===== config.mk =====
export PLATFORM = sky130hd
export DESIGN_NAME = vram_request_capture
export DESIGN_NICKNAME = d
export VERILOG_FILES = /design/src/vram_pkg.sv /design/src/vram_request_capture.sv
export VERILOG_INCLUDE_DIRS = /design/src /design/src/include
export SDC_FILE = /design/constraint.sdc
export NUM_CORES = 1
export LEC_CHECK = 0
export ABC_AREA = 1
export BUFFER_PORTS_ARGS = -buffer_cell sky130_fd_sc_hd__buf_2
export CORE_MARGIN = 5
export CORE_UTILIZATION = 25
export DETAILED_ROUTE_END_ITERATION = 8
export PLACE_DENSITY = 0.5
export SYNTH_ARGS = -nofsm -noshare
export SYNTH_HDL_FRONTEND = slang
export SYNTH_SLANG_ARGS = --single-unit
export TNS_END_PERCENT = 10

===== constraint.sdc =====
create_clock -name clk -period 1.91 [get_ports clk]
set_clock_uncertainty 0.15 [all_clocks]
set_input_delay 0.0955 -clock clk [delete_from_list [all_inputs] [get_ports clk]]
set_output_delay 0.0955 -clock clk [all_outputs]
set_load 0.01 [all_outputs]

===== src/include/vram_settings.svh =====
`ifndef VRAM_SETTINGS_SVH
`define VRAM_SETTINGS_SVH

// VRAM geometry
`define VRAM_ADDR_BITS 13
`define VRAM_DEPTH 8192

// CPU view of VRAM
`define VRAM_WINDOW_BASE 16'h8000
`define VRAM_WINDOW_TOP 16'h9FFF

// Open bus value seen by a locked-out CPU read
`define VRAM_BLOCKED_DATA 8'hFF

// Strobe to done, in clock cycles
`define VRAM_LATENCY 2

`endif


===== src/vram_pkg.sv =====
`include "vram_settings.svh"

package vram_pkg;

	typedef logic [15:0] cpu_addr_t;
	typedef logic [`VRAM_ADDR_BITS-1:0] vram_addr_t;
	typedef logic [7:0] vram_data_t;

	typedef enum logic [1:0] {
		master_none = 2'd0,
		master_cpu = 2'd1,
		master_dma = 2'd2,
		master_fetch = 2'd3
	} vram_master_e;

	// One captured request from a single master
	typedef struct packed {
		logic valid;
		logic write;
		vram_addr_t addr;
		vram_data_t wdata;
	} vram_req_t;

	// Access granted on the VRAM bus for one cycle
	typedef struct packed {
		vram_master_e owner;
		logic write;
		vram_addr_t addr;
		vram_data_t wdata;
		logic blocked;   // Owner does not touch the array
		logic cpu_lost;  // CPU lost arbitration, answer with open bus
		logic dma_lost;  // DMA lost to the fetcher, answer with open bus
	} vram_access_t;

	// Finished access of the bus owner
	typedef struct packed {
		vram_master_e owner;
		vram_data_t data;
		logic done;
	} vram_resp_t;

endpackage


===== src/vram_request_capture.sv =====
`timescale 1ns/1ps
`include "vram_settings.svh"

module vram_request_capture
	import vram_pkg::*;
(
	input logic clk,
	input logic reset,

	input cpu_addr_t cpu_addr,
	input vram_data_t cpu_wdata,
	input logic cpu_rd,
	input logic cpu_wr,

	input logic dma_rd,
	input vram_addr_t dma_addr,

	input logic fetch_rd,
	input vram_addr_t fetch_addr,

	output vram_req_t cpu_req,
	output vram_req_t dma_req,
	output vram_req_t fetch_req
);

	logic in_window;
	cpu_addr_t cpu_offset;
	vram_req_t cpu_next;
	vram_req_t dma_next;
	vram_req_t fetch_next;

	// CPU only sees VRAM in the 0x8000..0x9FFF window
	assign in_window = (cpu_addr >= `VRAM_WINDOW_BASE) && (cpu_addr <= `VRAM_WINDOW_TOP);
	assign cpu_offset = cpu_addr - `VRAM_WINDOW_BASE;

	always_comb begin
		cpu_next.valid = (cpu_rd || cpu_wr) && in_window;
		cpu_next.write = cpu_wr;
		cpu_next.addr = cpu_offset[`VRAM_ADDR_BITS-1:0];
		cpu_next.wdata = cpu_wdata;
	end

	always_comb begin
		dma_next.valid = dma_rd;
		dma_next.write = 1'b0;  // DMA only reads VRAM
		dma_next.addr = dma_addr;
		dma_next.wdata = '0;
	end

	always_comb begin
		fetch_next.valid = fetch_rd;
		fetch_next.write = 1'b0;
		fetch_next.addr = fetch_addr;
		fetch_next.wdata = '0;
	end

	always_ff @(posedge clk) begin
		if (reset) begin
			cpu_req.valid <= 1'b0;
			dma_req.valid <= 1'b0;
			fetch_req.valid <= 1'b0;
		end else begin
			cpu_req <= cpu_next;
			dma_req <= dma_next;
			fetch_req <= fetch_next;
		end
	end

endmodule


==> results.yml <==
clock_tree:
  post-cts-setup-buffers: 0
  ctsHtreeMaxLevel: 2
  cts_buffers: 5
  clkTransAtPathRegs_ns: 0.09
  cts_tree: "done"
  clock_sinks: 51
  clk_path_buf_depth: 2
  cts_root_buf: "clkbuf_8"
  post_cts_resize_count: 0
drt:
  drt-pass1-iter-count: 4
  drtIter0Drc: 26
  drt-total-wl_microns: 4150
  vias: 1209
  drc: 0
  wl_per_cell_microns: 12.6
  avgViaCountPerCell: 3.67
  route.antenna.remaining_nets: 0
yosys:
  syn_inst: 83
  ys_warn_count: 0
  yosysTopAreaCell: "edfxtp_1"
  ys_types: 8
  netlist.area_leader.share: 0.852
  netlist_area_sq_um: 1690
  synth_area_leaders: "edfxtp_1 85%, buf_4 8.0%, dfxtp_1 3.6%"
  synth.ff_latch_count: 51
  syn_avg_cell_area_sq_um: 20.4
  ys_seq_area_frac: 0.888
setup_path:
  start_kind: "primary input"
  critPathArrivalTime_ns: 1.34
  endpoint_kind: "flop"
  crit_end: "fetch_req[10]"
  critPathKind: "primary input to flop"
  cp_data_required_time_ns: 1.76
  crit_start: "reset"
  crit_fanout: 33
place:
  port_buffers: 106
  gp_congestion: 0.634
  dp_hpwl_microns: 2810
layout:
  final_cell_mix: "106 x buf_2, 53 x dlygate4sd3_1, 48 x edfxtp_1"
  area_growth_pct: 71.9
  drive_gt1_frac: 0.466
  final_common_cell: "buf_2"
  antenna_cells: 0
  nets: 305
floorplanning:
  initial_core_util: 0.253
  num_rows: 30
  ios: 125
  die-width_microns: 92.3
  coreArea_sq_um: 6680
  die_h_microns: 92.3
  dieArea_sq_um: 8510
grt:
  grt_usage: 0.0934
  antenna_found_initial: 0
  overflow: 0
  grt_pass1_wl_microns: 6240
  first_global_vias: 1313
  grt_max_degree: 34
timing:
  final.setup.tns_ns: 0
  timing.final.crit_period_ns: 1.49
  clock.fmax_mhz: 672
  rsz0062_at_grt: "no"
  hold_violations: 0
  slew_viol_final: 0
  setup_violations: 0
  whs_ns: 0.354
  finalCritPeriodShare: 0.779
power_and_ir_drop:
  p_per_area_nw_per_um2: 813
  p_leak_nw: 1.30
  ir_drop_uv: 380
run_status:
  outcome: "finished, final reports clean"
flow_run:
  cap_violations: 0
min_path:
  min-delay-path-class: "primary input to flop"
==> power by group <==
group,internal (mW),total [mW],switching (mW)
Combinational,0.169,0.316,0.147
Clock,0.383,0.715,0.332
Sequential,1.31,1.33,0.0182
Total,1.87,2.36,0.497
==> timing repair <==
item	CTS	global route
hold buffers	54	0
hold endpoints to repair	51	0
setup endpoints to repair	0	1
==> registers in the layout (all words and copies together), names as in the netlist <==
name,count
fetch_req,14
dma_req,14
cpu_req,23
==> per-stage QoR <==
stage	util	setup WS (ns)	std cells	total power, mW	instance area, sq um
after CTS	0.437	0.0285	330	2.41	2920
after global placement	0.340	0.658	269	1.59	2270
final	0.435	0.422	329	2.36	2910
after detailed placement	0.340	0.646	269	1.59	2270
after global routing	0.435	0.390	329	2.48	2910
after floorplan	-	0.327	100	1.47	1760
==> per-layer routing <==
metal	vias up	routed length (microns)	global-route usage
li1	587	-	-
met2	76	2080	0.172
met1	538	1560	0.0953
met3	8	467	0.0386
met5	-	0	0
met4	0	44	0.0297
==> cell families after synthesis <==
logic type             after synthesis  share of synthesized area
AND/OR/NAND/NOR                      7                     0.0170
buffers and inverters               24                     0.0932
flip-flops                          51                      0.888
other                                1                    0.00222
==> layout make-up <==
type / count / area (sq um)
inverters: 6 / 22.5
fillers: 628 / 3770
flip-flops and latches: 51 / 1500
well taps: 80 / 100
clock inverters: 2 / 37.5
clock buffers: 5 / 68.8
repair buffers: 160 / 1080
multi-input cells: 25 / 96.3
==> worst min-delay path by stage <==
| stage | from | end | slack (ns) | depth (start not counted) |
|---|---|---|---|---|
| 6_report | cpu_addr[12] | cpu_req[20] | 0.35 | 2 |
| 5_1_grt | cpu_addr[8] | cpu_req[16] | 0.33 | 2 |
| 4_1_cts | fetch_addr[4] | fetch_req[12] | 0.33 | 2 |
| 3_5_place_dp | fetch_addr[4] | fetch_req[12] | 0.12 | 1 |
| 3_3_place_gp | dma_addr[10] | dma_req[18] | 0.12 | 1 |
| 2_1_floorplan | reset | dma_req[22] | 0.02 | 1 |
==> cell usage after synthesis, drive strengths merged <==
master  instances
nand2           3
conb            1
dfxtp           3
nor2            4
buf            18
edfxtp         48
inv             6
==> critical path, cell delays in order <==
cell and delay [ns]:
dlygate4sd3_1 0.53, buf_2 0.14, inv_2 0.28, buf_12 0.27
Power figures use the tool's default switching activity.
