## config.mk

```make
export PLATFORM = sky130hd
export DESIGN_NAME = vram_read_return
export DESIGN_NICKNAME = d
export VERILOG_FILES = /design/src/vram_pkg.sv /design/src/vram_read_return.sv
export VERILOG_INCLUDE_DIRS = /design/src /design/src/include
export SDC_FILE = /design/constraint.sdc
export NUM_CORES = 1
export LEC_CHECK = 0
export ABC_AREA = 1
export BUFFER_PORTS_ARGS = -buffer_cell sky130_fd_sc_hd__buf_2
export CORE_MARGIN = 4
export CORE_UTILIZATION = 28
export CTS_BUF_LIST = sky130_fd_sc_hd__clkbuf_8
export DETAILED_ROUTE_END_ITERATION = 8
export GPL_ROUTABILITY_DRIVEN = 0
export PLACE_DENSITY = 0.83
export SLEW_MARGIN = 20
export SYNTH_ARGS = -nofsm -noshare
export SYNTH_HDL_FRONTEND = slang
export SYNTH_SLANG_ARGS = --single-unit
```

## constraint.sdc

```tcl
create_clock -name clk -period 1.4 [get_ports clk]
set_clock_uncertainty 0.15 [all_clocks]
set_input_delay 0.14 -clock clk [delete_from_list [all_inputs] [get_ports clk]]
set_output_delay 0.14 -clock clk [all_outputs]
set_load 0.05 [all_outputs]
```

## src/include/vram_settings.svh

```systemverilog
`ifndef VRAM_SETTINGS_SVH
`define VRAM_SETTINGS_SVH

// VRAM geometry
`define VRAM_ADDR_BITS 13
`define VRAM_DEPTH 8192

// CPU view of VRAM
`define VRAM_WINDOW_BASE 16'h8000
`define VRAM_WINDOW_TOP 16'h9FFF

// Open bus value seen by a locked-out CPU read
`define VRAM_BLOCKED_DATA 8'hFF

// Strobe to done, in clock cycles
`define VRAM_LATENCY 2

`endif

```

## src/vram_pkg.sv

```systemverilog
`include "vram_settings.svh"

package vram_pkg;

	typedef logic [15:0] cpu_addr_t;
	typedef logic [`VRAM_ADDR_BITS-1:0] vram_addr_t;
	typedef logic [7:0] vram_data_t;

	typedef enum logic [1:0] {
		master_none = 2'd0,
		master_cpu = 2'd1,
		master_dma = 2'd2,
		master_fetch = 2'd3
	} vram_master_e;

	// One captured request from a single master
	typedef struct packed {
		logic valid;
		logic write;
		vram_addr_t addr;
		vram_data_t wdata;
	} vram_req_t;

	// Access granted on the VRAM bus for one cycle
	typedef struct packed {
		vram_master_e owner;
		logic write;
		vram_addr_t addr;
		vram_data_t wdata;
		logic blocked;   // Owner does not touch the array
		logic cpu_lost;  // CPU lost arbitration, answer with open bus
		logic dma_lost;  // DMA lost to the fetcher, answer with open bus
	} vram_access_t;

	// Finished access of the bus owner
	typedef struct packed {
		vram_master_e owner;
		vram_data_t data;
		logic done;
	} vram_resp_t;

endpackage

```

## src/vram_read_return.sv

```systemverilog
`timescale 1ns/1ps
`include "vram_settings.svh"

module vram_read_return
	import vram_pkg::*;
(
	input logic clk,
	input logic reset,

	input vram_access_t access,
	input vram_data_t rdata,

	output vram_data_t cpu_rdata,
	output logic cpu_done,

	output vram_data_t oam_wdata,
	output logic oam_we,

	output vram_data_t fetch_data,
	output logic fetch_done
);

	vram_access_t tag;  // Access that produced the current rdata
	vram_resp_t resp;

	always_ff @(posedge clk) begin
		if (reset) begin
			tag.owner <= master_none;
			tag.cpu_lost <= 1'b0;
			tag.dma_lost <= 1'b0;
		end else begin
			tag <= access;
		end
	end

	always_comb begin
		resp.owner = tag.owner;
		resp.done = (tag.owner != master_none);
		resp.data = tag.blocked ? `VRAM_BLOCKED_DATA : rdata;
	end

	// CPU answers on its own grant or when it lost arbitration
	assign cpu_done = (resp.done && (resp.owner == master_cpu)) || tag.cpu_lost;
	assign cpu_rdata = (resp.owner == master_cpu) ? resp.data : `VRAM_BLOCKED_DATA;

	assign oam_we = (resp.done && (resp.owner == master_dma)) || tag.dma_lost;
	assign oam_wdata = (resp.owner == master_dma) ? resp.data : `VRAM_BLOCKED_DATA;

	// Fetcher is never refused
	assign fetch_done = resp.done && (resp.owner == master_fetch);
	assign fetch_data = resp.data;

endmodule

```

==> reports/metrics.yaml <==
worst_setup_path:
  worstSetupStartpointType: "flip-flop"
  critPathArrivalTime_ps: 1140
  path_max_fanout: 8
  required_ps: 1110
  crit_type: "flip-flop to output pin"
  crit_path_end_kind: "output pin"
  worstSetupStartpoint: "tag[2]"
  slowest_delay_ps: 400
  crit_slowest_cell: "edfxtp_1"
  path_delay_family: "flip-flops"
  crit_chain: "buf_12 -> nor2_4 -> nand2_1 -> buf_6"
  path_buf_inv: 2
grt:
  antenna_found_initial: 0
  grt_pass1_vias: 530
  track_usage: 0.144
  grt_overflow: 0
  grt_pass1_wl_um: 2080
  grt_max_degree: 9
logic_synthesis:
  synth_edf_count: 1
  synth_nets: 104
  postSynthAreaPerCell_um2: 5.81
  yosysWarnings: 0
  yosys-top-cells-count: "nand2_1 (21), inv_1 (16), nor2_1 (12)"
  yosysMostFrequentCell: "nand2_1"
  synth_top_cell_area_share: 0.206
  seq_area_frac_synth: 0.283
  netlist_top_cells_area: "dfxtp_1 (21%), nand2_1 (20%), buf_4 (15%), inv_1 (15%), nor2_1 (12%)"
  ys_types: 9
  async_flop_share: 0
  syn_inst: 67
  yosys.area.top_type: "dfxtp_1"
  ys.flop_type: "dfxtp_1"
  synth-seq-cells: 5
  syn-cell-area_um2: 389
drt:
  drc: 0
  ant_nets: 0
  drtIter0Drc: 5
  vias: 516
  viasPerCell: 4.13
  drt-total-wl_um: 1290
  drt-wirelength-per-cell_um: 10.3
  drtPass1Iterations: 2
place:
  dp_cells: 114
  io_buffers: 41
  hpwl_um: 826
layout:
  final_core_util: 0.681
  layout-drive-gt1-share: 0.582
  fillCellCount: 109
  layoutNonFillerInstCount: 125
  area_delta_synth_final_pct: 128
  n_antenna_cell: 0
  fin_nets: 148
power:
  ir_drop_v: 0.000613
  power_density_nw_per_um2: 818
  power.leakage_nw: 0.441
min_path:
  worstHoldStart: "rdata[2]"
  min_path_type: "primary input to output pin"
sta:
  relSlewSlack: 0.834
  hold_ws_ps: 460
  finalCriticalPeriod_ps: 1430
  worstMarginPinSlew_ps: 251
  rsz0062_at_grt: "true"
  hold_viol_final: 0
  finalMaxSlewViolations: 0
  clock.fmax_mhz: 698
  fin_ws_ps: -32.1
  period_share: 1.02
  setup_viol: 16
floorplanning:
  die_w_um: 45.3
  core.rowCount: 13
  floorplan.die_area_um2: 2050
  num_io_pins: 64
  start_util: 0.299
  die_height_um: 45.3
  core-area_um2: 1300
cts:
  cts_made_buffers: 3
  root_buffer: "clkbuf_8"
  path_clk_slew_ps: 30
  cts_tree: "built"
  cts_sinks: 5
  htreeDepth: 1
  clockBufferDepth: 2
run_status:
  outcome: "finished, violations left"
  violations: "setup timing"
run:
  max-cap-violations: 0
what timing repair did:
item	4_1_cts	5_1_grt
hold buffers	6	0
endpoints found under the hold margin	5	0
gates cloned	0	0
endpoints found under the setup margin	24	24
pin swaps	9	2
gates resized for setup	69	5
buffers inserted	1	0
flip-flops by register name, indices dropped and copies added, names as in the netlist:
name / count
tag: 3
resp: 2
power by group:
group	internal [mW]	switching [mW]	leakage (nW)	total [mW]
sequential	0.158	0.00711	0.0437	0.165
combinational	0.111	0.197	0.370	0.308
clock	0.187	0.0643	0.0269	0.252
kinds of logic (layout without fill, tap and decap cells):
family / count (synthesis) / in the layout / share of synthesized area
buffers and inverters: 27 / 70 / 0.341
DFF: 5 / 5 / 0.283
and+or+nand+nor: 35 / 35 / 0.376
metrics by stage:
stage / setup slack, ps / cell area, um2 / total power [mW] / setup TNS [ps]
2_1_floorplan: 154 / 389 / 0.349 / 0
3_3_place_gp: 113 / 548 / 0.381 / 0
3_5_place_dp: 100 / 548 / 0.384 / 0
4_1_cts: -23.1 / 886 / 0.729 / -295
5_1_grt: -86.0 / 886 / 0.760 / -1370
6_report: -32.1 / 886 / 0.724 / -330
final timing paths:
| kind | end | slack [ps] | cells past startpoint |
|---|---|---|---|
| setup / recovery | oam_wdata[4] | -30 | 4 |
| hold / removal | fetch_data[2] | 460 | 4 |
cell type report:
cell class	instances	area [um2]	share of cell area
inverter	18	67.6	0.0763
clock buffer	3	41.3	0.0466
clock inverter	1	3.75	0.00424
timing repair buffer	48	435	0.492
tap	15	18.8	0.0212
multi-input combinational	35	206	0.233
sequential	5	113	0.127
per-layer routing:
layer | up-vias | wire length (um) | share of wire | GRT usage
li1 | 263 | - | - | -
met1 | 228 | 379 | 0.29 | 0.108
met2 | 21 | 836 | 0.65 | 0.322
met3 | 4 | 50 | 0.039 | 0.0120
met4 | 0 | 25 | 0.019 | 0.0877
met5 | - | 0 | 0 | 0
placed cells by master (no fill, tap or decap), drive strengths merged:
master and instances:
dlygate4sd3 6, inv 19, clkbuf 3, edfxtp 1
nor2 14, nand2 21, dfxtp 4, buf 42
No activity file was read; power rests on OpenSTA's default activity.
