## src/include/vram_settings.svh

```systemverilog
`ifndef VRAM_SETTINGS_SVH
`define VRAM_SETTINGS_SVH

// VRAM geometry
`define VRAM_ADDR_BITS 13
`define VRAM_DEPTH 8192

// CPU view of VRAM
`define VRAM_WINDOW_BASE 16'h8000
`define VRAM_WINDOW_TOP 16'h9FFF

// Open bus value seen by a locked-out CPU read
`define VRAM_BLOCKED_DATA 8'hFF

// Strobe to done, in clock cycles
`define VRAM_LATENCY 2

`endif

```

## src/vram_pkg.sv

```systemverilog
`include "vram_settings.svh"

package vram_pkg;

	typedef logic [15:0] cpu_addr_t;
	typedef logic [`VRAM_ADDR_BITS-1:0] vram_addr_t;
	typedef logic [7:0] vram_data_t;

	typedef enum logic [1:0] {
		master_none = 2'd0,
		master_cpu = 2'd1,
		master_dma = 2'd2,
		master_fetch = 2'd3
	} vram_master_e;

	// One captured request from a single master
	typedef struct packed {
		logic valid;
		logic write;
		vram_addr_t addr;
		vram_data_t wdata;
	} vram_req_t;

	// Access granted on the VRAM bus for one cycle
	typedef struct packed {
		vram_master_e owner;
		logic write;
		vram_addr_t addr;
		vram_data_t wdata;
		logic blocked;   // Owner does not touch the array
		logic cpu_lost;  // CPU lost arbitration, answer with open bus
		logic dma_lost;  // DMA lost to the fetcher, answer with open bus
	} vram_access_t;

	// Finished access of the bus owner
	typedef struct packed {
		vram_master_e owner;
		vram_data_t data;
		logic done;
	} vram_resp_t;

endpackage

```

## src/vram_arbiter.sv

```systemverilog
`timescale 1ns/1ps

module vram_arbiter
	import vram_pkg::*;
(
	input logic clk,
	input logic reset,

	input vram_req_t cpu_req,
	input vram_req_t dma_req,
	input vram_req_t fetch_req,

	input logic render_lock,   // Pixel transfer owns VRAM
	input logic dma_vram_src,  // High while a VRAM sourced DMA runs

	output vram_access_t access
);

	logic cpu_lock;
	vram_access_t next;

	assign cpu_lock = render_lock || dma_vram_src;

	// Fetcher beats DMA beats CPU
	always_comb begin
		next.owner = master_none;
		next.write = 1'b0;
		next.addr = fetch_req.addr;
		next.wdata = cpu_req.wdata;
		next.blocked = 1'b0;

		if (fetch_req.valid) begin
			next.owner = master_fetch;
		end else if (dma_req.valid) begin
			next.owner = master_dma;
			next.addr = dma_req.addr;
		end else if (cpu_req.valid) begin
			next.owner = master_cpu;
			next.write = cpu_req.write;
			next.addr = cpu_req.addr;
			next.blocked = cpu_lock;  // Locked CPU keeps its slot but skips the array
		end

		// Losers still get their done, carried next to the winner
		next.cpu_lost = cpu_req.valid && (fetch_req.valid || dma_req.valid);
		next.dma_lost = dma_req.valid && fetch_req.valid;
	end

	always_ff @(posedge clk) begin
		if (reset) begin
			access.owner <= master_none;
			access.cpu_lost <= 1'b0;
			access.dma_lost <= 1'b0;
		end else begin
			access <= next;
		end
	end

endmodule

```

## config.mk

```make
export PLATFORM = sky130hd
export DESIGN_NAME = vram_arbiter
export DESIGN_NICKNAME = d
export VERILOG_FILES = /design/src/vram_pkg.sv /design/src/vram_arbiter.sv
export VERILOG_INCLUDE_DIRS = /design/src /design/src/include
export SDC_FILE = /design/constraint.sdc
export NUM_CORES = 1
export LEC_CHECK = 0
export BUFFER_PORTS_ARGS = -buffer_cell sky130_fd_sc_hd__clkbuf_2
export CORE_MARGIN = 2
export CORE_UTILIZATION = 38
export CTS_CLUSTER_SIZE = 28
export DETAILED_ROUTE_END_ITERATION = 8
export MAX_ROUTING_LAYER = met4
export PLACE_DENSITY = 0.79
export SLEW_MARGIN = 20
export SYNTH_ARGS = -nofsm -noshare
export SYNTH_HDL_FRONTEND = slang
export SYNTH_SLANG_ARGS = --single-unit
```

## constraint.sdc

```tcl
create_clock -name clk -period 1.1 [get_ports clk]
set_input_delay 0.055 -clock clk [delete_from_list [all_inputs] [get_ports clk]]
set_output_delay 0.055 -clock clk [all_outputs]
set_load 0.03 [all_outputs]
```

==> summary.md <==
* **TritonCTS Sinks** 27
* **number of inserted diodes** 0
* **deepest level of the CTS H-tree** 1
* **TritonCTS clock tree** yes
* **category of the worst setup path capture point** flip-flop
* **final critical-path setup slack** 76.7 ps
* **Clock Tree Buf Depth** 2
* **count of buffers inserted at the top-level ports** 81
* **Fill cells** 258
* **DP Cell Count** 224
* **count of endpoints failing setup in the final report** 0
* **cell accounting for the most synthesized area** sky130_fd_sc_hd__edfxtp_1
* **worst slew slack as a fraction of its limit** 62.7%
* **class of the tightest hold or removal check** input pin to flip-flop
* **arrival time worst endpoint** 1040 ps
* **total buffers and inverters traversed by the critical path** 4
* **Remaining Overflow, GRT** 0
* **series of cell instances along the critical path** dlygate4sd3_1, clkbuf_2, inv_1, buf_4
* **share of flip-flops with an asynchronous set or reset after synthesis** 0%
* **worst ir drop on vdd** 451 µV
* **fraction of synthesized cell area taken by the top area cell type** 57.3%
* **CTS buffer count** 3
* **Finished Layout Cells** 237
* **Core Util, Final** 59.0%
* **last weighted congestion value of the routability-driven placer** 0.730
* **Syn-to-layout area delta** 48.0%
* **leading registers by flop count** access x27
* **commonest cells in the netlist** 27 x sky130_fd_sc_hd__inv_1, 23 x sky130_fd_sc_hd__edfxtp_1, 15 x sky130_fd_sc_hd__nor2_1
* **total routed wirelength** 2990 µm
* **power per cell area** 1220 nW/µm²
* **number of global-route vias before repair** 1046
* **count of unique library cells instantiated by Yosys** 16
* **cell with the most instances after synthesis** sky130_fd_sc_hd__inv_1
* **number of flip-flops and latches in the synthesized netlist** 27
* **Final ANT Viol Nets** 0
* **Routed WL per cell** 12.6 µm
* **Synth Instances** 98
* **initial core utilization** 39.8%
* **count of final hold-check violations** 0
* **Post-route DRC** 0
* **top fanout value on the critical path** 16
* **total number of yosys warnings** 0
* **Core Box Area** 3030 µm²
* **first-iteration detailed-routing DRC count** 79
* **placement row count** 20
* **dpl ws** -85.6 ps
* **required time worst endpoint** 1120 ps
* **run status** finished, final reports clean
* **post-layout power** 2190 µW
* **pin count of the biggest net entering global routing** 17
* **wire length of the first global-routing pass** 4620 µm
* **post-synth net total** 171
* **DP Wirelength** 2230 µm
* **leading register cell type out of synthesis** sky130_fd_sc_hd__edfxtp_1
* **main area contributors after synthesis** sky130_fd_sc_hd__edfxtp_1 57%, sky130_fd_sc_hd__a222oi_1 10%, sky130_fd_sc_hd__inv_1 8.4%
* **start-to-end type of the worst setup path** input pin to flip-flop
* **drt pass-1 iters** 5
* **initial antenna violation count** 0
* **Mean Syn Cell Area** 12.3 µm²
* **Total Routing Usage GR** 17.4%
* **actual transition at the worst max-transition pin** 557 ps
* **Die Width** 60.3 µm
* **Worst Hold Margin** 46.4 ps
* **final worst path period need** 1020 ps
* **clock tree root driver cell** sky130_fd_sc_hd__clkbuf_4
* **cell type group with the largest total delay on the critical path** buffers and inverters
* **total die area** 3640 µm²
* **CTS-repair resized insts** 0
* **Max stage delay cell, worst path** sky130_fd_sc_hd__dlygate4sd3_1
* **number of synthesized flops with an enable pin** 23
* **Largest register FFs** 27
* **maximum clock frequency** 977 MHz
* **number of top-level design ports** 100
* **clock slew at the register clock pins of the worst setup and hold paths** 140 ps
* **total number of vias** 1073
* **setup repair after global routing missed its margin** no
* **Post-Syn Area** 1210 µm²
* **max-capacitance violation count** 0
* **share of the clock period used by the worst path after layout** 93.0%
* **vertical extent of the die** 60.3 µm
* **Crit path largest cell delay** 540 ps
* **share of synthesized area occupied by flip-flops and latches** 63.9%
* **number of pins with negative max-slew slack in the final report** 0
* **nature of the critical path startpoint** input pin
* **Vias per Instance** 4.53
* **largest register by flop count** access
* **Leak** 0.000931 µW
* **number of nets in the layout** 267
* **proportion of layout cells with a drive suffix above 1** 48.7%
layout by cell type, fill, tap and decap left out:
| cell type | instances |
|---|---|
| sky130_fd_sc_hd__a211oi_1 | 1 |
| sky130_fd_sc_hd__a21oi_1 | 1 |
| sky130_fd_sc_hd__a222oi_1 | 12 |
| sky130_fd_sc_hd__and3_1 | 2 |
| sky130_fd_sc_hd__buf_12 | 1 |
| sky130_fd_sc_hd__buf_4 | 5 |
| sky130_fd_sc_hd__clkbuf_2 | 81 |
| sky130_fd_sc_hd__clkbuf_4 | 3 |
| sky130_fd_sc_hd__clkinv_2 | 1 |
| sky130_fd_sc_hd__dfxtp_1 | 4 |
| sky130_fd_sc_hd__dlygate4sd3_1 | 9 |
| sky130_fd_sc_hd__edfxtp_1 | 23 |
| sky130_fd_sc_hd__inv_1 | 27 |
| sky130_fd_sc_hd__nand2b_1 | 1 |
| sky130_fd_sc_hd__nor2_1 | 15 |
| sky130_fd_sc_hd__nor2b_2 | 1 |
| sky130_fd_sc_hd__nor2b_4 | 1 |
| sky130_fd_sc_hd__nor3_1 | 1 |
| sky130_fd_sc_hd__nor3b_1 | 2 |
| sky130_fd_sc_hd__nor4b_1 | 1 |
| sky130_fd_sc_hd__o21bai_4 | 1 |
cells by family (layout without fill, tap and decap cells):
kind of cell	count (synthesis)	in the layout	synth area share, %
buffers and inverters	32	127	13.1
AOI/OAI and AO/OA	15	15	12.6
DFF	27	27	63.9
and+or+nand+nor	24	24	10.5
per-stage QoR:
| stage | area, µm² | TNS, ps |
|---|---|---|
| after CTS | 1790 | 0 |
| after detailed placement | 1670 | -812 |
| after global placement | 1670 | -207 |
| after floorplan | 1210 | 0 |
| after global routing | 1790 | 0 |
| final | 1790 | 0 |
layout make-up:
cell class	count	area, µm²	area share, %
clock inverter	1	5.00	0.280
tap	44	55.1	3.08
sequential	27	771	43.2
clock buffer	3	22.5	1.26
timing repair buffer	96	553	31.0
multi-input combinational	39	278	15.6
inverter	27	101	5.68
what timing repair did:
| action | CTS | global route |
|---|---|---|
| hold endpoints to repair | 11 | 0 |
| setup buffers | 0 | 0 |
| hold buffers | 9 | 0 |
path summary, 6_finish.rpt:
| kind | cells past startpoint | startpoint | endpoint | slack (ps) |
|---|---|---|---|---|
| worst max-delay path | 4 | reset | access[17] | 80 |
| worst min-delay path | 2 | cpu_req[21] | access[24] | 50 |
metal layers:
metal | vias to the layer above | share of wire, % | global-route usage (%)
met1 | 479 | 41 | 19.2
met3 | 2 | 9.8 | 2.99
met2 | 57 | 49 | 32.6
met5 | - | 0 | -
met4 | 0 | 0.33 | 3.81
li1 | 535 | - | -
power breakdown:
part	switching, µW	internal [µW]	leakage (µW)
Combinational	332	213	0.000654
Sequential	24.3	1210	0.000258
Clock	272	136	0.0000177
Power figures use the tool's default switching activity.
